## config.mk

```make
export PLATFORM = sky130hd
export DESIGN_NAME = registerFile
export DESIGN_NICKNAME = d
export VERILOG_FILES = /design/src/source/busCpuPkg.sv /design/src/source/registerFile.sv
export SDC_FILE = /design/constraint.sdc
export NUM_CORES = 1
export LEC_CHECK = 0
export ABC_AREA = 1
export ABC_CLOCK_PERIOD_IN_PS = 2160
export BUFFER_PORTS_ARGS = -buffer_cell sky130_fd_sc_hd__buf_4
export CORE_AREA = 2 2 186 260
export DETAILED_ROUTE_END_ITERATION = 16
export DIE_AREA = 0 0 188 262
export GPL_ROUTABILITY_DRIVEN = 0
export PLACE_DENSITY = 0.69
export SLEW_MARGIN = 25
export SYNTH_ARGS = -nofsm -noshare
export SYNTH_HDL_FRONTEND = slang
export SYNTH_SLANG_ARGS = --single-unit
```

## constraint.sdc

```tcl
create_clock -name Clock -period 2.16 [get_ports Clock]
set_input_delay 0.108 -clock Clock [delete_from_list [all_inputs] [get_ports Clock]]
set_output_delay 0.108 -clock Clock [all_outputs]
set_load 0.03 [all_outputs]
```

## src/source/busCpuPkg.sv

```systemverilog
package busCpuPkg;

    // Datapath and register file sizes
    localparam int dataWidth   = 32;
    localparam int regCount    = 16;
    localparam int regIdxWidth = 4;

    // Word-addressed RAM behind MAR and MDR
    localparam int memDepth     = 512;
    localparam int memAddrWidth = 9;

    // Instruction field positions
    localparam int opcodeMsb = 31;
    localparam int opcodeLsb = 27;
    localparam int raMsb     = 26;
    localparam int raLsb     = 23;
    localparam int rbMsb     = 22;
    localparam int rbLsb     = 19;
    localparam int rcMsb     = 18;
    localparam int rcLsb     = 15;
    localparam int immMsb    = 18;
    localparam int immLsb    = 0;

    // ALU operation, same encoding as the opcode field of the instruction
    typedef enum logic [4:0] {
        opAdd = 5'd3,
        opSub = 5'd4,
        opAnd = 5'd5,
        opOr  = 5'd6,
        opRor = 5'd7,
        opRol = 5'd8,
        opShr = 5'd9,
        opShl = 5'd11,
        opMul = 5'd15,
        opDiv = 5'd16,
        opNeg = 5'd17,
        opNot = 5'd18
    } aluOpE;

    // Bus owner, listed in arbitration priority order after srcNone
    // Ten sources need four bits
    typedef enum logic [3:0] {
        srcNone, srcReg, srcHi, srcLo, srcZHigh,
        srcZLow, srcPc, srcMdr, srcInPort, srcImm
    } busSourceE;

endpackage

```

## src/source/registerFile.sv

```systemverilog
`timescale 1ns/1ps
module registerFile (
    input  logic                            Clock,
    input  logic                            arstN,
    input  logic [busCpuPkg::dataWidth-1:0] busData,
    input  logic [busCpuPkg::dataWidth-1:0] irValue,
    input  logic                            gra,
    input  logic                            grb,
    input  logic                            grc,
    input  logic                            regIn,
    input  logic                            baOut,
    output logic [busCpuPkg::dataWidth-1:0] regValue
);
    import busCpuPkg::*;

    logic [dataWidth-1:0]   regs [regCount];
    logic [regIdxWidth-1:0] regIdx;

    // Field select, gra first when several are raised
    always_comb begin
        if (gra) begin
            regIdx = irValue[raMsb:raLsb];
        end else if (grb) begin
            regIdx = irValue[rbMsb:rbLsb];
        end else if (grc) begin
            regIdx = irValue[rcMsb:rcLsb];
        end else begin
            regIdx = '0;
        end
    end

    always_ff @(posedge Clock or negedge arstN) begin
        if (!arstN) begin
            for (int i = 0; i < regCount; i++) begin
                regs[i] <= '0;
            end
        end else if (regIn) begin
            regs[regIdx] <= busData;
        end
    end

    // Base address read of R0 gives zero, R0 still holds its value
    always_comb begin
        if (baOut && (regIdx == '0)) begin
            regValue = '0;
        end else begin
            regValue = regs[regIdx];
        end
    end

endmodule
```

==> flow_summary.ini <==
[floorplanning]
io_pins = 103
die-area_mm2 = 0.0493
rows = 94
fp.dieH_um = 262
start_util_pct = 52.4
fp.coreArea_mm2 = 0.0469
die_x_um = 188

[critical_path]
worst_path_largest_cell_delay_ns = 0.31
crit_end = regValue[31]
cp-startpoint = grb
cp_max_fo = 12
r2r_end = regs[76]
r2r_cells = 2
r2r_slack_ns = 1.43
required_ns = 2.05
worst-endpoint-arrival_ns = 2.00
cpMostUsedCell = buf_4
path_class = input port to output pin
start_kind = input port
worstReg2RegStart = regs[76]
cp_slowest_cell = buf_4
crit_chain = buf_4 > a21oi_1 > a21oi_4 > nor2_2 > buf_4 > buf_4 > nand2_1 > nand3_1 > nand2_1 > nand2_1 > nor2_1 > buf_4 > buf_4
cp-end-kind = output pin

[final_layout]
final_cell_mix = nand2_1, dfrtp_1, inv_1
final_util_pct = 61.4
largest_register = regs
antenna_cells = 0
drive_gt1_share_pct = 9.58
layout_commonest_cell = nand2_1
multiInputGateArea_mm2 = 0.00959
postLayoutCellArea_mm2 = 0.0288
nets = 3487
area_delta_synth_final_pct = 17.2
regArea_mm2 = 0.0128
largest_reg_flops = 512
n_fill_cell = 4148
reg_top3 = regs (512)

[cts]
cts_max_level = 2
cts_tree = done
cts_buffers = 52
clkTransAtPathRegs_ns = 0.06
cts-root-buf = clkbuf_16
clk_latency_ns = 0.58
cts_max_path_buffers = 3
cts.sinks = 512

[power]
powerDensity_mw_per_mm2 = 1080
ir_worst_vdd_v = 0.000808
p_leak_uw = 0.0150

[synthesis]
synth_mux_area_share_pct = 0
synth_top_family_by_area = simple AND/OR/NAND/NOR gates
synth_xor_xnor_area_share_pct = 0
syn_avg_cell_area_um2 = 7.35
syn-cell-area_mm2 = 0.0246
ys_seq_elements = 512
syn_nets = 3415
synth_adder_area_share_pct = 0
synth.distinct_cells = 24
synthSimpleGateAreaFrac_pct = 25.2
synth-seq-area-share_pct = 52.1
synth-compound-area-share_pct = 13.5
syn_inst = 3344
yosys_warnings = 0

[drt]
drt_wl_total_um = 73400
vias_per_cell = 5.34
first_iter_violations = 1762
dr.pass1.iters = 6
routed-via-count = 21800
ant_nets = 0
drc_errors = 0
post_drt_wl_per_cell_um = 18.0

[sta]
skew_ns = 0
setup_slack_ns = 0.0497
finalSetupViolCount = 0
drv_slew = 0
tightest_slew_ns = 0.664
slew_headroom_pct = 55.7
rsz0062_at_grt = yes
timing.final.crit_share_pct = 97.7
hold_viol_final = 0
fmax_mhz = 474
min_period_ns = 2.11

[grt]
grtUsageTotal_pct = 29.9
grt-ovfl-total = 0
antenna_found_initial = 0
grt_pass1_wl_um = 115000
first_global_vias = 21000
grt_max_degree = 75

[run]
cap_viol_max_count = 0

[worst_hold_path]
hold_class = input port to async pin

[place]
hpwl_um = 44200
dpl_cell_area_mm2 = 0.0266
io_buffers = 82
pre_cts_ws_ns = -0.00368

[outcome]
run_status = finished, final reports clean
[cell usage after synthesis]
cell type     n  area, um2
o21ai_1     309       1550
nand3_1      77        385
nand2_1    1356       5090
a21oi_1      19       95.1
inv_2         7       26.3
nor2_2        5       31.3
nand3b_1      2       15.0
nand2_2       7       43.8
buf_1        14       52.6
buf_2        54        270
nor2_1      144        541
nand3_2       1       10.0
nor2_4        1       11.3
clkbuf_2      1       5.00
a31oi_4       2       42.5
buf_4         7       52.6
nand2_4       1       11.3
clkbuf_1    146        548
nor3_4        3       48.8
inv_1       351       1320
dfrtp_1     512      12800
or2_1         1       6.26
o21ai_0     323       1620
a21oi_2       1       8.76
[worst min path at each step]
stage | startpoint | endpoint | slack (ns)
final | arstN | regs[357] | 0.06
after global routing | arstN | regs[357] | 0.11
after CTS | arstN | regs[357] | 0.08
after detailed placement | arstN | regs[357] | 0.09
after global placement | arstN | regs[357] | 0.09
after floorplan | arstN | regs[0] | -0.19
[logic make-up after synthesis]
logic type / Yosys count
compound gates: 654
flops: 512
buf+inv: 580
simple gates: 1598
[critical path, delay by kind of cell]
family                 cells  cell delay (ns)
and+or+nand+nor            6             0.54
buffers and inverters      5             0.92
AOI/OAI and AO/OA          2             0.41
[repair_timing]
item,in CTS,in global routing
endpoints found under the hold margin,437,0
setup buffers,0,9
gates resized for setup,0,10
setup endpoints to repair,0,20
hold buffers,32,0
[area by class of cell]
cell class	instances	share of cell area, %
repair buffers	239	8.82
inverters	358	4.67
multi-input cells	2253	33.3
well taps	624	2.71
clock buffers	77	5.37
clock inverters	16	0.682
flip-flops and latches	512	44.5
[power breakdown]
part,leakage (uW),switching (uW),internal [uW]
Sequential,0.00644,1520,12600
Clock,0.000857,3820,5420
Combinational,0.00767,4710,3120
[through the flow]
step | cells | hold slack, ns | total power [uW] | TNS, ns
6_report | 4079 | 0.0644 | 31200 | 0
5_1_grt | 4079 | 0.106 | 33200 | -0.0291
3_3_place_gp | 3942 | 0.0866 | 21400 | 0
3_5_place_dp | 3942 | 0.0878 | 21900 | -0.00452
4_1_cts | 4067 | 0.0818 | 31200 | 0
2_1_floorplan | 3344 | -0.188 | 19300 | 0
[layer usage]
| layer | GRT usage (%) | wire length, um | up-vias |
|---|---|---|---|
| met4 | 13.8 | 3410 | 0 |
| li1 | - | - | 10500 |
| met3 | 2.83 | 3900 | 170 |
| met5 | 0 | 0 | - |
| met2 | 53.2 | 36900 | 722 |
| met1 | 37.0 | 29300 | 10400 |
Power figures use the tool's default switching activity.
