## config.mk

```make
export PLATFORM = sky130hd
export DESIGN_NAME = busArbiter
export DESIGN_NICKNAME = d
export VERILOG_FILES = /design/src/source/busCpuPkg.sv /design/src/source/busArbiter.sv
export SDC_FILE = /design/constraint.sdc
export NUM_CORES = 1
export LEC_CHECK = 0
export BUFFER_PORTS_ARGS = -buffer_cell sky130_fd_sc_hd__buf_2
export CORE_AREA = 2 2 129 131
export DETAILED_ROUTE_END_ITERATION = 7
export DIE_AREA = 0 0 131 133
export GPL_TIMING_DRIVEN = 0
export PLACE_DENSITY = 0.59
export SYNTH_ARGS = -nofsm -noshare
export SYNTH_HDL_FRONTEND = slang
export SYNTH_SLANG_ARGS = --single-unit
```

## constraint.sdc

```tcl
create_clock -name vclk -period 4.9
set_clock_uncertainty 0.15 [all_clocks]
set_input_delay 0.98 -clock vclk [all_inputs]
set_output_delay 0.98 -clock vclk [all_outputs]
set_load 0.03 [all_outputs]
```

## src/source/busCpuPkg.sv

```systemverilog
package busCpuPkg;

    // Datapath and register file sizes
    localparam int dataWidth   = 32;
    localparam int regCount    = 16;
    localparam int regIdxWidth = 4;

    // Word-addressed RAM behind MAR and MDR
    localparam int memDepth     = 512;
    localparam int memAddrWidth = 9;

    // Instruction field positions
    localparam int opcodeMsb = 31;
    localparam int opcodeLsb = 27;
    localparam int raMsb     = 26;
    localparam int raLsb     = 23;
    localparam int rbMsb     = 22;
    localparam int rbLsb     = 19;
    localparam int rcMsb     = 18;
    localparam int rcLsb     = 15;
    localparam int immMsb    = 18;
    localparam int immLsb    = 0;

    // ALU operation, same encoding as the opcode field of the instruction
    typedef enum logic [4:0] {
        opAdd = 5'd3,
        opSub = 5'd4,
        opAnd = 5'd5,
        opOr  = 5'd6,
        opRor = 5'd7,
        opRol = 5'd8,
        opShr = 5'd9,
        opShl = 5'd11,
        opMul = 5'd15,
        opDiv = 5'd16,
        opNeg = 5'd17,
        opNot = 5'd18
    } aluOpE;

    // Bus owner, listed in arbitration priority order after srcNone
    // Ten sources need four bits
    typedef enum logic [3:0] {
        srcNone, srcReg, srcHi, srcLo, srcZHigh,
        srcZLow, srcPc, srcMdr, srcInPort, srcImm
    } busSourceE;

endpackage

```

## src/source/busArbiter.sv

```systemverilog
`timescale 1ns/1ps
module busArbiter (
    input  logic                           regOut,
    input  logic                           hiOut,
    input  logic                           loOut,
    input  logic                           zHighOut,
    input  logic                           zLowOut,
    input  logic                           pcOut,
    input  logic                           mdrOut,
    input  logic                           inPortOut,
    input  logic                           cOut,
    input  logic [busCpuPkg::dataWidth-1:0] regData,
    input  logic [busCpuPkg::dataWidth-1:0] hiData,
    input  logic [busCpuPkg::dataWidth-1:0] loData,
    input  logic [busCpuPkg::dataWidth-1:0] zHighData,
    input  logic [busCpuPkg::dataWidth-1:0] zLowData,
    input  logic [busCpuPkg::dataWidth-1:0] pcData,
    input  logic [busCpuPkg::dataWidth-1:0] mdrData,
    input  logic [busCpuPkg::dataWidth-1:0] inPortData,
    input  logic [busCpuPkg::dataWidth-1:0] immData,
    output logic [busCpuPkg::dataWidth-1:0] busData,
    output busCpuPkg::busSourceE           busSource,
    output logic                           busConflict
);
    import busCpuPkg::*;

    logic [8:0] requests;

    assign requests = {cOut, inPortOut, mdrOut, pcOut, zLowOut,
                       zHighOut, loOut, hiOut, regOut};

    // Lowest request bit wins, matching the enum order
    always_comb begin
        busSource = srcNone;
        for (int i = 8; i >= 0; i--) begin
            if (requests[i]) begin
                busSource = busSourceE'(i + 1);
            end
        end
    end

    always_comb begin
        case (busSource)
            srcReg:    busData = regData;
            srcHi:     busData = hiData;
            srcLo:     busData = loData;
            srcZHigh:  busData = zHighData;
            srcZLow:   busData = zLowData;
            srcPc:     busData = pcData;
            srcMdr:    busData = mdrData;
            srcInPort: busData = inPortData;
            srcImm:    busData = immData;
            default:   busData = '0;
        endcase
    end

    // More than one driver asked for the bus
    assign busConflict = ($countones(requests) > 1);

endmodule

```

==> flow_summary.ini <==
[finish]
clock_buffers = 0
areaGrowthSynthToFinish_pct = 81.7
seq_cell_count = 0
regArea_um2 = 0
drive_gt1_share_pct = 61.6
fin_nets = 944
final_util_pct = 27.7

[flow_run]
maxCapViolCount = 0

[min_path]
hp-start = regOut
whs_path_depth = 4
min_to = busSource[0]
hold_class = in -> out

[die]
die_w_um = 131
die_h_um = 133
rows = 47
ioPinCount = 334
core_area_um2 = 16200
dieArea_um2 = 17400
initial_utilization_pct = 15.3

[timing]
period_needed_ns = 4.95
finalSetupViolCount = 1
fin_ws_ns = -0.0460
worst_pin_slew_ns = 0.693
fmax_mhz = 202
slew_headroom_pct = 53.8
fin_crit_sh_pct = 101
final-hold-violation-count = 0
slew_violations = 0
holdWs_ns = 2.18
grt_setup_unrepaired = yes

[critical_path]
cp_max_fo = 2
arrival_ns = 3.82
path_buf_inv = 3
endpoint_kind = output port
cpMostUsedCell = fa_1
path_cells = buf_16 -> inv_4 -> fa_1 -> fa_1 -> fa_1 -> fa_2 -> fa_2 -> nor4b_4 -> o21ai_4 -> buf_6
critPathLaunchType = input pin
critical_path_required_ns = 3.77
critPathSlowestCell = fa_1
cp_top_family = adder cells
crit_start = hiOut
crit_type = in -> out
slowest_delay_ns = 0.54

[outcome]
outcome = finished, violations left
violations = negative setup slack

[yosys]
synth.yosys.seq_area_share_pct = 0
postSynthCellCount = 307
yosys_warnings = 0
syn_area_per_cell_um2 = 8.04
ys_types = 33
syn-cell-area_um2 = 2470
synth.net_count = 611

[placement]
finalWeightedCongestion = 0.797
post-dp-hpwl_um = 13400
io_buffer_count = 332
post-place-ws_ns = -0.457

[detailed_routing]
drc = 0
vias = 4090
drt-initial-drc-count = 159
routed_wl_um = 16000
firstDrtPassIters = 5
wl_per_cell_um = 18.6
vias_per_cell = 4.76
ant_nets = 0

[cts]
cts_hold_buf = 0

[grt]
grt_max_degree = 20
grt_pass1_wl_um = 22500
antenna_found_initial = 3
grt_pass1_vias = 4041
grt_use_total_pct = 16.8
overflow = 0

[power_and_ir_drop]
leakage_nw = 2.20
irDropWorstVdd_mv = 0.0473
p_per_area_nw_per_um2 = 106
kinds of logic (layout without fill, tap and decap cells):
group                    after synthesis  count (layout)  synth area share [%]
AO/OA/AOI/OAI                        167             167                  62.6
adder cells (fa/ha/maj)                7               7                  5.07
buffers and inverters                 53             384                  10.1
multiplexers                          32              32                  13.0
other                                  0               2                     0
AND/OR/NAND/NOR                       48              48                  9.22
what timing repair did:
item | 4_1_cts | 5_1_grt
gates cloned | 0 | 0
setup endpoints to repair | 1 | 1
gates resized for setup | 13 | 0
hold endpoints to repair | 0 | 0
setup buffers | 1 | 0
pin swaps | 6 | 2
metrics by stage:
stage                     instances  cell area, um2  TNS [ns]  power, mW
after floorplan                 307            2510    -0.131      0.268
after global placement          859            4450    -0.426      0.469
after detailed placement        859            4450    -0.457      0.474
after CTS                       858            4480    -0.141      0.481
after global routing            858            4480    -0.122      0.516
final                           860            4480   -0.0460      0.477
power breakdown:
| part | internal (mW) | total, mW | switching [mW] | leakage (nW) |
|---|---|---|---|---|
| Sequential | 0 | 0 | 0 | 0 |
| Clock | 0.0000000545 | 0.0000000545 | 0 | 0.0000127 |
| Combinational | 0.221 | 0.477 | 0.256 | 2.20 |
| Total | 0.221 | 0.477 | 0.256 | 2.20 |
layer usage:
metal	share of wire, %	GRT usage [%]	up-vias
li1	-	-	1941
met3	7.2	2.06	14
met4	1.1	1.95	2
met5	0.081	0	-
met1	41	20.5	1903
met2	50	31.7	230
how the worst max path moves through the flow:
stage | slack (ns) | endpoint | cells after the start
2_1_floorplan | -0.13 | busConflict | 10
3_3_place_gp | -0.43 | busConflict | 10
3_5_place_dp | -0.46 | busConflict | 10
4_1_cts | -0.14 | busConflict | 10
5_1_grt | -0.12 | busConflict | 10
6_report | -0.05 | busConflict | 10
cells in the mapped netlist:
| cell | number | area (um2) |
|---|---|---|
| a2111oi_0 | 1 | 8.76 |
| a21oi_1 | 1 | 5.00 |
| a221o_1 | 1 | 10.0 |
| a221oi_4 | 1 | 26.3 |
| a22o_1 | 1 | 8.76 |
| a22oi_1 | 94 | 706 |
| and3_1 | 1 | 6.26 |
| buf_2 | 7 | 35.0 |
| buf_4 | 2 | 15.0 |
| buf_6 | 4 | 45.0 |
| clkbuf_1 | 25 | 93.8 |
| clkbuf_4 | 1 | 7.51 |
| fa_1 | 5 | 100 |
| ha_1 | 2 | 25.0 |
| inv_1 | 12 | 45.0 |
| inv_2 | 2 | 7.51 |
| mux2i_1 | 32 | 320 |
| nand2_1 | 33 | 124 |
| nand2b_1 | 1 | 6.26 |
| nand2b_4 | 1 | 13.8 |
| nor2_1 | 4 | 15.0 |
| nor2_2 | 1 | 6.26 |
| nor2_4 | 1 | 11.3 |
| nor2b_1 | 4 | 25.0 |
| nor4b_1 | 1 | 8.76 |
| o2111ai_1 | 1 | 8.76 |
| o211ai_1 | 1 | 7.51 |
| o211ai_2 | 30 | 375 |
| o211ai_4 | 1 | 21.3 |
| o21ai_0 | 3 | 15.0 |
| o21ai_1 | 1 | 5.00 |
| o221a_1 | 31 | 349 |
| or4_4 | 1 | 11.3 |
cells in the final DEF, fill, tap and decap left out, types with 2 or more instances in the layout:
| master | netlist | final |
|---|---|---|
| buf_4 | 2 | 3 |
| nor2_1 | 4 | 4 |
| a22oi_1 | 94 | 94 |
| fa_2 | 0 | 2 |
| inv_1 | 12 | 9 |
| nor2b_1 | 4 | 3 |
| fa_1 | 5 | 3 |
| ha_1 | 2 | 2 |
| o211ai_2 | 30 | 30 |
| inv_2 | 2 | 3 |
| o221a_1 | 31 | 31 |
| buf_6 | 4 | 6 |
| buf_2 | 7 | 336 |
| clkbuf_1 | 25 | 23 |
| diode_2 | 0 | 2 |
| inv_4 | 0 | 2 |
| o21ai_0 | 3 | 2 |
| nand2_1 | 33 | 33 |
| mux2i_1 | 32 | 32 |
area by class of cell:
| class | instances | area [um2] |
|---|---|---|
| plain buffers | 37 | 205 |
| well taps | 220 | 275 |
| inverters | 14 | 57.6 |
| multi-input cells | 254 | 2250 |
| repair buffers | 333 | 1690 |
| fillers | 1777 | 11700 |
| diodes | 2 | 5.00 |
Power figures use the tool's default switching activity.
