## src/source/busCpuPkg.sv

```systemverilog
package busCpuPkg;

    // Datapath and register file sizes
    localparam int dataWidth   = 32;
    localparam int regCount    = 16;
    localparam int regIdxWidth = 4;

    // Word-addressed RAM behind MAR and MDR
    localparam int memDepth     = 512;
    localparam int memAddrWidth = 9;

    // Instruction field positions
    localparam int opcodeMsb = 31;
    localparam int opcodeLsb = 27;
    localparam int raMsb     = 26;
    localparam int raLsb     = 23;
    localparam int rbMsb     = 22;
    localparam int rbLsb     = 19;
    localparam int rcMsb     = 18;
    localparam int rcLsb     = 15;
    localparam int immMsb    = 18;
    localparam int immLsb    = 0;

    // ALU operation, same encoding as the opcode field of the instruction
    typedef enum logic [4:0] {
        opAdd = 5'd3,
        opSub = 5'd4,
        opAnd = 5'd5,
        opOr  = 5'd6,
        opRor = 5'd7,
        opRol = 5'd8,
        opShr = 5'd9,
        opShl = 5'd11,
        opMul = 5'd15,
        opDiv = 5'd16,
        opNeg = 5'd17,
        opNot = 5'd18
    } aluOpE;

    // Bus owner, listed in arbitration priority order after srcNone
    // Ten sources need four bits
    typedef enum logic [3:0] {
        srcNone, srcReg, srcHi, srcLo, srcZHigh,
        srcZLow, srcPc, srcMdr, srcInPort, srcImm
    } busSourceE;

endpackage

```

## src/source/fetchRegisters.sv

```systemverilog
`timescale 1ns/1ps
module fetchRegisters (
    input  logic                            Clock,
    input  logic                            arstN,
    input  logic [busCpuPkg::dataWidth-1:0] busData,
    input  logic                            pcIn,
    input  logic                            incPc,
    input  logic                            irIn,
    output logic [busCpuPkg::dataWidth-1:0] pcValue,
    output logic [busCpuPkg::dataWidth-1:0] irValue,
    output logic [busCpuPkg::dataWidth-1:0] immValue
);
    import busCpuPkg::*;

    localparam int immWidth = immMsb - immLsb + 1;

    logic [dataWidth-1:0] pcReg;
    logic [dataWidth-1:0] irReg;

    // A bus load takes precedence over the increment
    always_ff @(posedge Clock or negedge arstN) begin
        if (!arstN) begin
            pcReg <= '0;
        end else if (pcIn) begin
            pcReg <= busData;
        end else if (incPc) begin
            pcReg <= pcReg + 1'b1;
        end
    end

    always_ff @(posedge Clock or negedge arstN) begin
        if (!arstN) begin
            irReg <= '0;
        end else if (irIn) begin
            irReg <= busData;
        end
    end

    assign pcValue = pcReg;
    assign irValue = irReg;

    // Immediate field, sign-extended to the bus width
    assign immValue = {{(dataWidth - immWidth){irReg[immMsb]}}, irReg[immMsb:immLsb]};

endmodule

```

## config.mk

```make
export PLATFORM = sky130hd
export DESIGN_NAME = fetchRegisters
export DESIGN_NICKNAME = d
export VERILOG_FILES = /design/src/source/busCpuPkg.sv /design/src/source/fetchRegisters.sv
export SDC_FILE = /design/constraint.sdc
export NUM_CORES = 1
export LEC_CHECK = 0
export ABC_AREA = 0
export BUFFER_PORTS_ARGS = -buffer_cell sky130_fd_sc_hd__buf_2
export CAP_MARGIN = 10
export CORE_AREA = 2 2 90 92
export CTS_CLUSTER_SIZE = 30
export DETAILED_ROUTE_END_ITERATION = 12
export DIE_AREA = 0 0 92 94
export GPL_TIMING_DRIVEN = 0
export PLACE_DENSITY = 0.8
export SYNTH_ARGS = -nofsm -noshare
export SYNTH_HDL_FRONTEND = slang
export SYNTH_SLANG_ARGS = --single-unit
```

## constraint.sdc

```tcl
create_clock -name Clock -period 1.5 [get_ports Clock]
set_input_delay 0.225 -clock Clock [delete_from_list [all_inputs] [get_ports Clock]]
set_output_delay 0.225 -clock Clock [all_outputs]
set_load 0.02 [all_outputs]
```

==> results of run 1 <==
[synthesized netlist by cell type (5+ instances only)]
library cell	n
mux2_2	32
nor3_1	5
o21ai_1	7
nand4_1	8
dfrtp_1	64
nand2_1	39
nand3_1	10
xnor2_1	16
clkbuf_1	7
xor2_1	13
o21ai_0	23
buf_4	34
[cell type report]
type / instances / area share, %
buffer: 45 / 6.749
clock buffer: 13 / 3.429
clock inverter: 3 / 0.8639
inverter: 4 / 0.3240
multi-input combinational: 187 / 32.96
sequential: 64 / 35.15
tap: 102 / 2.754
timing repair buffer: 149 / 17.76
[what timing repair did]
action | CTS | global route
gates resized for setup | 24 | 16
buffers inserted | 18 | 1
gates cloned | 1 | 0
pin swaps | 22 | 13
setup endpoints to repair | 34 | 23
[flip-flops by register name (all words and copies together), names as in the netlist]
signal   flops
pcValue     32
irValue     32
[routing by layer]
metal  track usage (%)  part of all wire, %  up-vias  routed length, um
met3             4.976                  6.4        4                527
met2             34.07                   50      106               4126
met4             5.597                 0.39        0                 32
li1                  -                    -     1323                  -
met5                 0                    0        -                  0
met1             25.58                   43     1357               3600
[critical path, cell delays in order, from the launching register on]
cell	delay [ns]
dfrtp_2	0.40
and4_4	0.29
nand4_4	0.25
nor4_4	0.33
xnor2_1	0.14
o21ai_1	0.08
[logic make-up (layout without fill, tap and decap cells)]
| logic type | count (synthesis) | in the layout | share of synthesized area (%) |
|---|---|---|---|
| flip-flops | 64 | 64 | 48.69 |
| AND/OR/NAND/NOR | 91 | 91 | 16.43 |
| XOR/XNOR | 29 | 29 | 7.721 |
| multiplexers | 33 | 33 | 11.26 |
| buffers and inverters | 51 | 214 | 10.16 |
| adder cells (fa/ha/maj) | 1 | 1 | 0.3803 |
| AO/OA/AOI/OAI | 33 | 33 | 5.363 |
[final timing paths]
path,startpoint,to,slack (ns),depth (start not counted)
hold / removal,arstN,irValue[23]$_DFFE_PN0P_,-0.01,1
setup reg to reg,pcValue[17]$_DFFE_PN0P_,pcValue[28]$_DFFE_PN0P_,-0.11,5
min in group Clock,busData[16],pcValue[16]$_DFFE_PN0P_,0.11,3
max in group asynchronous,arstN,pcValue[6]$_DFFE_PN0P_,0.95,1
setup / recovery,pcValue[17]$_DFFE_PN0P_,pcValue[28]$_DFFE_PN0P_,-0.11,5
hold reg to reg,irValue[30]$_DFFE_PN0P_,irValue[30]$_DFFE_PN0P_,0.50,1
[power by group through the flow]
stage / combinational [mW] / clock (mW) / sequential, mW
after global placement: 1.13 / 0 / 2.10
after detailed placement: 1.15 / 0 / 2.11
after CTS: 1.23 / 1.54 / 2.07
after floorplan: 0.517 / 0 / 2.31
final: 1.22 / 1.50 / 2.07
after global routing: 1.32 / 1.60 / 2.10
==> impl_metrics.json, run 1 <==
{
  "netlist_instances": 302,
  "synthesis.area_um2": 3289,
  "cap_violations": 0,
  "cellPowerDensity_nw_per_um2": 1035,
  "num-nets-final": 498,
  "whs_ns": -0.01349,
  "final-setup-viol-count": 13,
  "dp_cells": 534,
  "p_seq_share_pct": 43.1,
  "synth_edf_count": 0,
  "seq_area_um2": 1629,
  "worstPathArrival_ns": 1.82,
  "routed_wl_um": 8287,
  "clk_pin_slew_worst_paths_ns": 0.07,
  "yosysUniqueCellTypes": 36,
  "final-hold-violation-count": 38,
  "finClkSkew_ns": 0.009123,
  "status": "finished with violations",
  "routed_via_density": 4.921,
  "placed_area_um2": 4172,
  "ctsHoldBuffers": 0,
  "setup-tns-final_ns": -0.6268,
  "final_common_cell": "buf_2",
  "grt_pass1_vias": 2809,
  "p_int_mw": 3.293,
  "worst_pin_slew_ns": 0.7956,
  "clockPowerShare_pct": 31.4,
  "swShare_pct": 31.36,
  "post_drt_wl_per_cell_um": 14.62,
  "grt_pass1_wl_um": 13520,
  "coreArea_um2": 7607,
  "vias": 2790,
  "ys_warn_count": 0,
  "comb_power_share_pct": 25.5,
  "ctsLongestPathBuffers": 2,
  "avgSynthCellArea_um2": 10.89,
  "portBuffers": 130,
  "cts_buffers": 9,
  "start_kind": "flop",
  "post-place-ws_ns": -0.1850,
  "grt-ovfl-total": 0,
  "antenna_found_initial": 0,
  "fin_crit_ns": 1.609,
  "cts_tree": "yes",
  "drive_gt1_share_pct": 61.29,
  "p_sw_mw": 1.504,
  "final_antenna_net_count": 0,
  "multi_input_area_um2": 1528,
  "drtIter0Drc": 89,
  "synth_area_leaders": "dfrtp_1 (49%), mux2_2 (11%), buf_4 (7.8%)",
  "yosysSeqAreaShare_pct": 48.69,
  "die_h_um": 94,
  "critical_path.max_fanout": 6,
  "syn-num-nets": 340,
  "start_util_pct": 43.24,
  "slew_headroom_pct": 46.96,
  "fill_cells": 653,
  "worst_skew_pair.late_latency_ns": 0.33,
  "h-tree-depth": 3,
  "synth_top_area_share_pct": 48.69,
  "grt_max_degree": 65,
  "row_count": 32,
  "rsz0062_at_grt": "yes",
  "final_cell_area_um2": 4634,
  "power_mw": 4.797,
  "endpoint_kind": "flop",
  "dp_hpwl_um": 5826,
  "post-route-util_pct": 60.92,
  "place_congestion": 0.7613,
  "max_freq_ghz": 0.6214,
  "maxSlewViolCount": 0,
  "setup_slack_ns": -0.1092,
  "vdd_drop_max_v": 0.0005587,
  "synthFlopType": "dfrtp_1",
  "final_cell_mix": "buf_2 (129), buf_4 (49), dfrtp_1 (42), nand2_1 (39), mux2_2 (32)",
  "die-area_um2": 8648,
  "die_w_um": 92,
  "crit_type": "reg -> reg",
  "synthArstFlopShare_pct": 100.0,
  "violations": "hold timing, setup timing",
  "ys_ff_latch": 64,
  "drt_first_pass_iters": 4,
  "critPathRequiredTime_ns": 1.71,
  "diodes": 0,
  "yosysTopAreaCell": "dfrtp_1",
  "cts_root_buf": "clkbuf_8",
  "stdcell_count": 567,
  "synthToLayoutAreaGrowth_pct": 40.89,
  "grt_usage_pct": 20.05,
  "clock_sinks": 64,
  "period_share_pct": 107.3,
  "hp-class": "in -> async",
  "leakage_nw": 2.189,
  "io_pins": 133,
  "drc": 0
}
Note: power is estimated with default switching activity, not from simulation.
==> run 2: changes to the inputs <==
ABC_AREA = 1   (was 0)
CORE_AREA = 2 2 93 95   (was 2 2 90 92)
DIE_AREA = 0 0 95 97   (was 0 0 92 94)
PLACE_DENSITY = 0.81   (was 0.8)
==> run 2 against run 1 <==
Compared with the run above:
- register-to-register slack better by 0.14 ns
- clock power down 3%
- clock skew down 0.0016 ns
- critical path type unchanged
- hold slack worse by 0.0082 ns
- highest routed layer unchanged
- fmax up 9.3%
- largest cell class is now multi-input combinational cells
- critical endpoint is now pcValue[30]$_DFFE_PN0P_
- synthesized cell count up 41%
- routed wire length up 17%
- the flow finishes with violations (hold timing)
- final area up 2.4%
==> impl_metrics.json, run 2 <==
{
  "final-setup-viol-count": 0,
  "io_pins": 133,
  "placed_area_um2": 4425,
  "p_sw_mw": 1.627,
  "yosysTopAreaCell": "dfrtp_1",
  "violations": "hold timing",
  "cap_violations": 0,
  "ys_ff_latch": 64,
  "coreArea_um2": 8134,
  "synth_common_cells": "nand2_1 (117), dfrtp_1 (64), nand3_1 (36)",
  "r2r_end": "pcValue[30]$_DFFE_PN0P_",
  "synthToLayoutAreaGrowth_pct": 30.47,
  "stdcell_count": 681,
  "critical_path.max_fanout": 6,
  "portBuffers": 130,
  "post_drt_wl_per_cell_um": 14.25,
  "drt_first_pass_iters": 4,
  "dp_hpwl_um": 7237,
  "synth_area_leaders": "dfrtp_1 (44%), nand2_1 (12%), mux2_2 (9.3%)",
  "die-area_um2": 9215,
  "endpoint_kind": "flop",
  "die_h_um": 97,
  "place_congestion": 0.8442,
  "grt_max_degree": 65,
  "grt-ovfl-total": 0,
  "vias": 3381,
  "start_kind": "flop",
  "rsz0062_at_grt": "yes",
  "synthesis.area_um2": 3638,
  "num-nets-final": 610,
  "vdd_drop_max_v": 0.0004726,
  "dp_cells": 660,
  "setup_slack_ns": 0.02765,
  "start_util_pct": 44.73,
  "status": "finished with violations",
  "final_common_cell": "buf_2",
  "post-place-ws_ns": -0.04349,
  "diodes": 0,
  "slew_headroom_pct": 45.34,
  "cts_tree": "yes",
  "clk_pin_slew_worst_paths_ns": 0.07,
  "hp-class": "in -> async",
  "fin_crit_ns": 1.472,
  "worst_pin_slew_ns": 0.8199,
  "leakage_nw": 2.367,
  "die_w_um": 95,
  "ys_warn_count": 0,
  "final_cell_area_um2": 4747,
  "cellPowerDensity_nw_per_um2": 1025,
  "worstSetupStartpoint": "pcValue[0]$_DFFE_PN0P_",
  "synthArstFlopShare_pct": 100.0,
  "yosysMostFrequentCell": "nand2_1",
  "drc": 0,
  "netlist_instances": 425,
  "clockPowerShare_pct": 29.8,
  "row_count": 33,
  "grt_pass1_wl_um": 15440,
  "setup-tns-final_ns": 0,
  "drtIter0Drc": 188,
  "period_share_pct": 98.16,
  "final_antenna_net_count": 0,
  "synth_top_area_share_pct": 44.02,
  "antenna_found_initial": 0,
  "drive_gt1_share_pct": 46.53,
  "finClkSkew_ns": 0.007521,
  "p_seq_share_pct": 43.5,
  "r2r_cells": 8,
  "routed_wl_um": 9705,
  "yosysSeqAreaShare_pct": 44.02,
  "grt_usage_pct": 21.56,
  "swShare_pct": 33.43,
  "final-hold-violation-count": 33,
  "ctsLongestPathBuffers": 2,
  "worst_skew_pair.late_latency_ns": 0.34,
  "p_int_mw": 3.239,
  "synthFlopType": "dfrtp_1",
  "maxSlewViolCount": 0,
  "h-tree-depth": 3,
  "final_cell_mix": "buf_2 (137), nand2_1 (113), dfrtp_1 (50), buf_4 (39), nand3_1 (33)",
  "yosysUniqueCellTypes": 23,
  "r2r_slack_ns": 0.03,
  "crit_path_end": "pcValue[30]$_DFFE_PN0P_",
  "routed_via_density": 4.965,
  "reg2reg_from": "pcValue[0]$_DFFE_PN0P_",
  "crit_type": "reg -> reg",
  "grt_pass1_vias": 3107,
  "cts_buffers": 9,
  "clock_sinks": 64,
  "worstPathArrival_ns": 1.70,
  "whs_ns": -0.02173,
  "comb_power_share_pct": 26.7,
  "avgSynthCellArea_um2": 8.561,
  "critPathRequiredTime_ns": 1.73,
  "cts_root_buf": "clkbuf_8",
  "synth_edf_count": 0,
  "syn-num-nets": 463,
  "max_freq_ghz": 0.6792
}
[run 2: critical path, cell delays in order, from the launching register on]
cell and delay (ns):
dfrtp_2 0.40, ha_4 0.16, nand2_4 0.06, nor2_4 0.17
nand2_2 0.10, nor2_4 0.22, nand3_1 0.12, nand3_1 0.09
nand2_1 0.05
[run 2: worst min-delay path by stage]
stage,start,slack [ns],end
finish,arstN,-0.02,irValue[2]$_DFFE_PN0P_
global route,arstN,0.03,irValue[0]$_DFFE_PN0P_
CTS,arstN,0.0007,irValue[2]$_DFFE_PN0P_
detailed placement,arstN,0.38,irValue[2]$_DFFE_PN0P_
global placement,busData[1],0.46,pcValue[1]$_DFFE_PN0P_
floorplan,arstN,-0.07,irValue[0]$_DFFE_PN0P_
[run 2: logic make-up (layout without fill, tap and decap cells)]
logic type / count (synthesis) / after routing / synth area share (%)
AOI/OAI and AO/OA: 38 / 38 / 7.221
DFF: 64 / 64 / 44.02
buffers and inverters: 73 / 224 / 11.11
xor gates and xnor gates: 9 / 9 / 2.167
adders and majority gates: 1 / 1 / 0.3438
muxes: 32 / 32 / 9.904
and+or+nand+nor: 208 / 208 / 25.24
[run 2: repair_timing]
item | in CTS | in global routing
endpoints found under the setup margin | 18 | 19
hold buffers | 0 | 0
buffers inserted | 0 | 6
resized for setup | 3 | 30
hold endpoints to repair | 0 | 0
pin swaps | 2 | 8
[run 2: cell type report]
class	count	area, um^2
inverter	28	105.1
multi-input combinational	288	1708
sequential	64	1619
tap	105	131.4
fill	752	3387
clock inverter	4	45.04
clock buffer	11	141.4
timing repair buffer	136	698.2
buffer	45	299.0
[run 2: power by group through the flow]
| stage | clock network (mW) | registers [mW] | logic (mW) |
|---|---|---|---|
| after global placement | 0 | 2.12 | 1.24 |
| after detailed placement | 0 | 2.14 | 1.27 |
| after global routing | 1.56 | 2.15 | 1.41 |
| after CTS | 1.48 | 2.11 | 1.27 |
| after floorplan | 0 | 2.33 | 0.597 |
| final | 1.45 | 2.12 | 1.30 |
[run 2: layer usage]
metal	global-route usage [%]	wire [um]	share of wire [%]	vias up
met5	0	0	0	-
met4	6.020	131	1.3	0
met3	4.984	797	8.2	10
met2	33.99	4565	47	125
met1	29.63	4210	43	1598
li1	-	-	-	1648
[run 2: stage by stage]
stage	util [%]	power, mW
finish	58.36	4.866
detailed placement	54.41	3.401
global placement	54.38	3.362
CTS	56.78	4.851
floorplan	-	2.924
global route	58.36	5.122
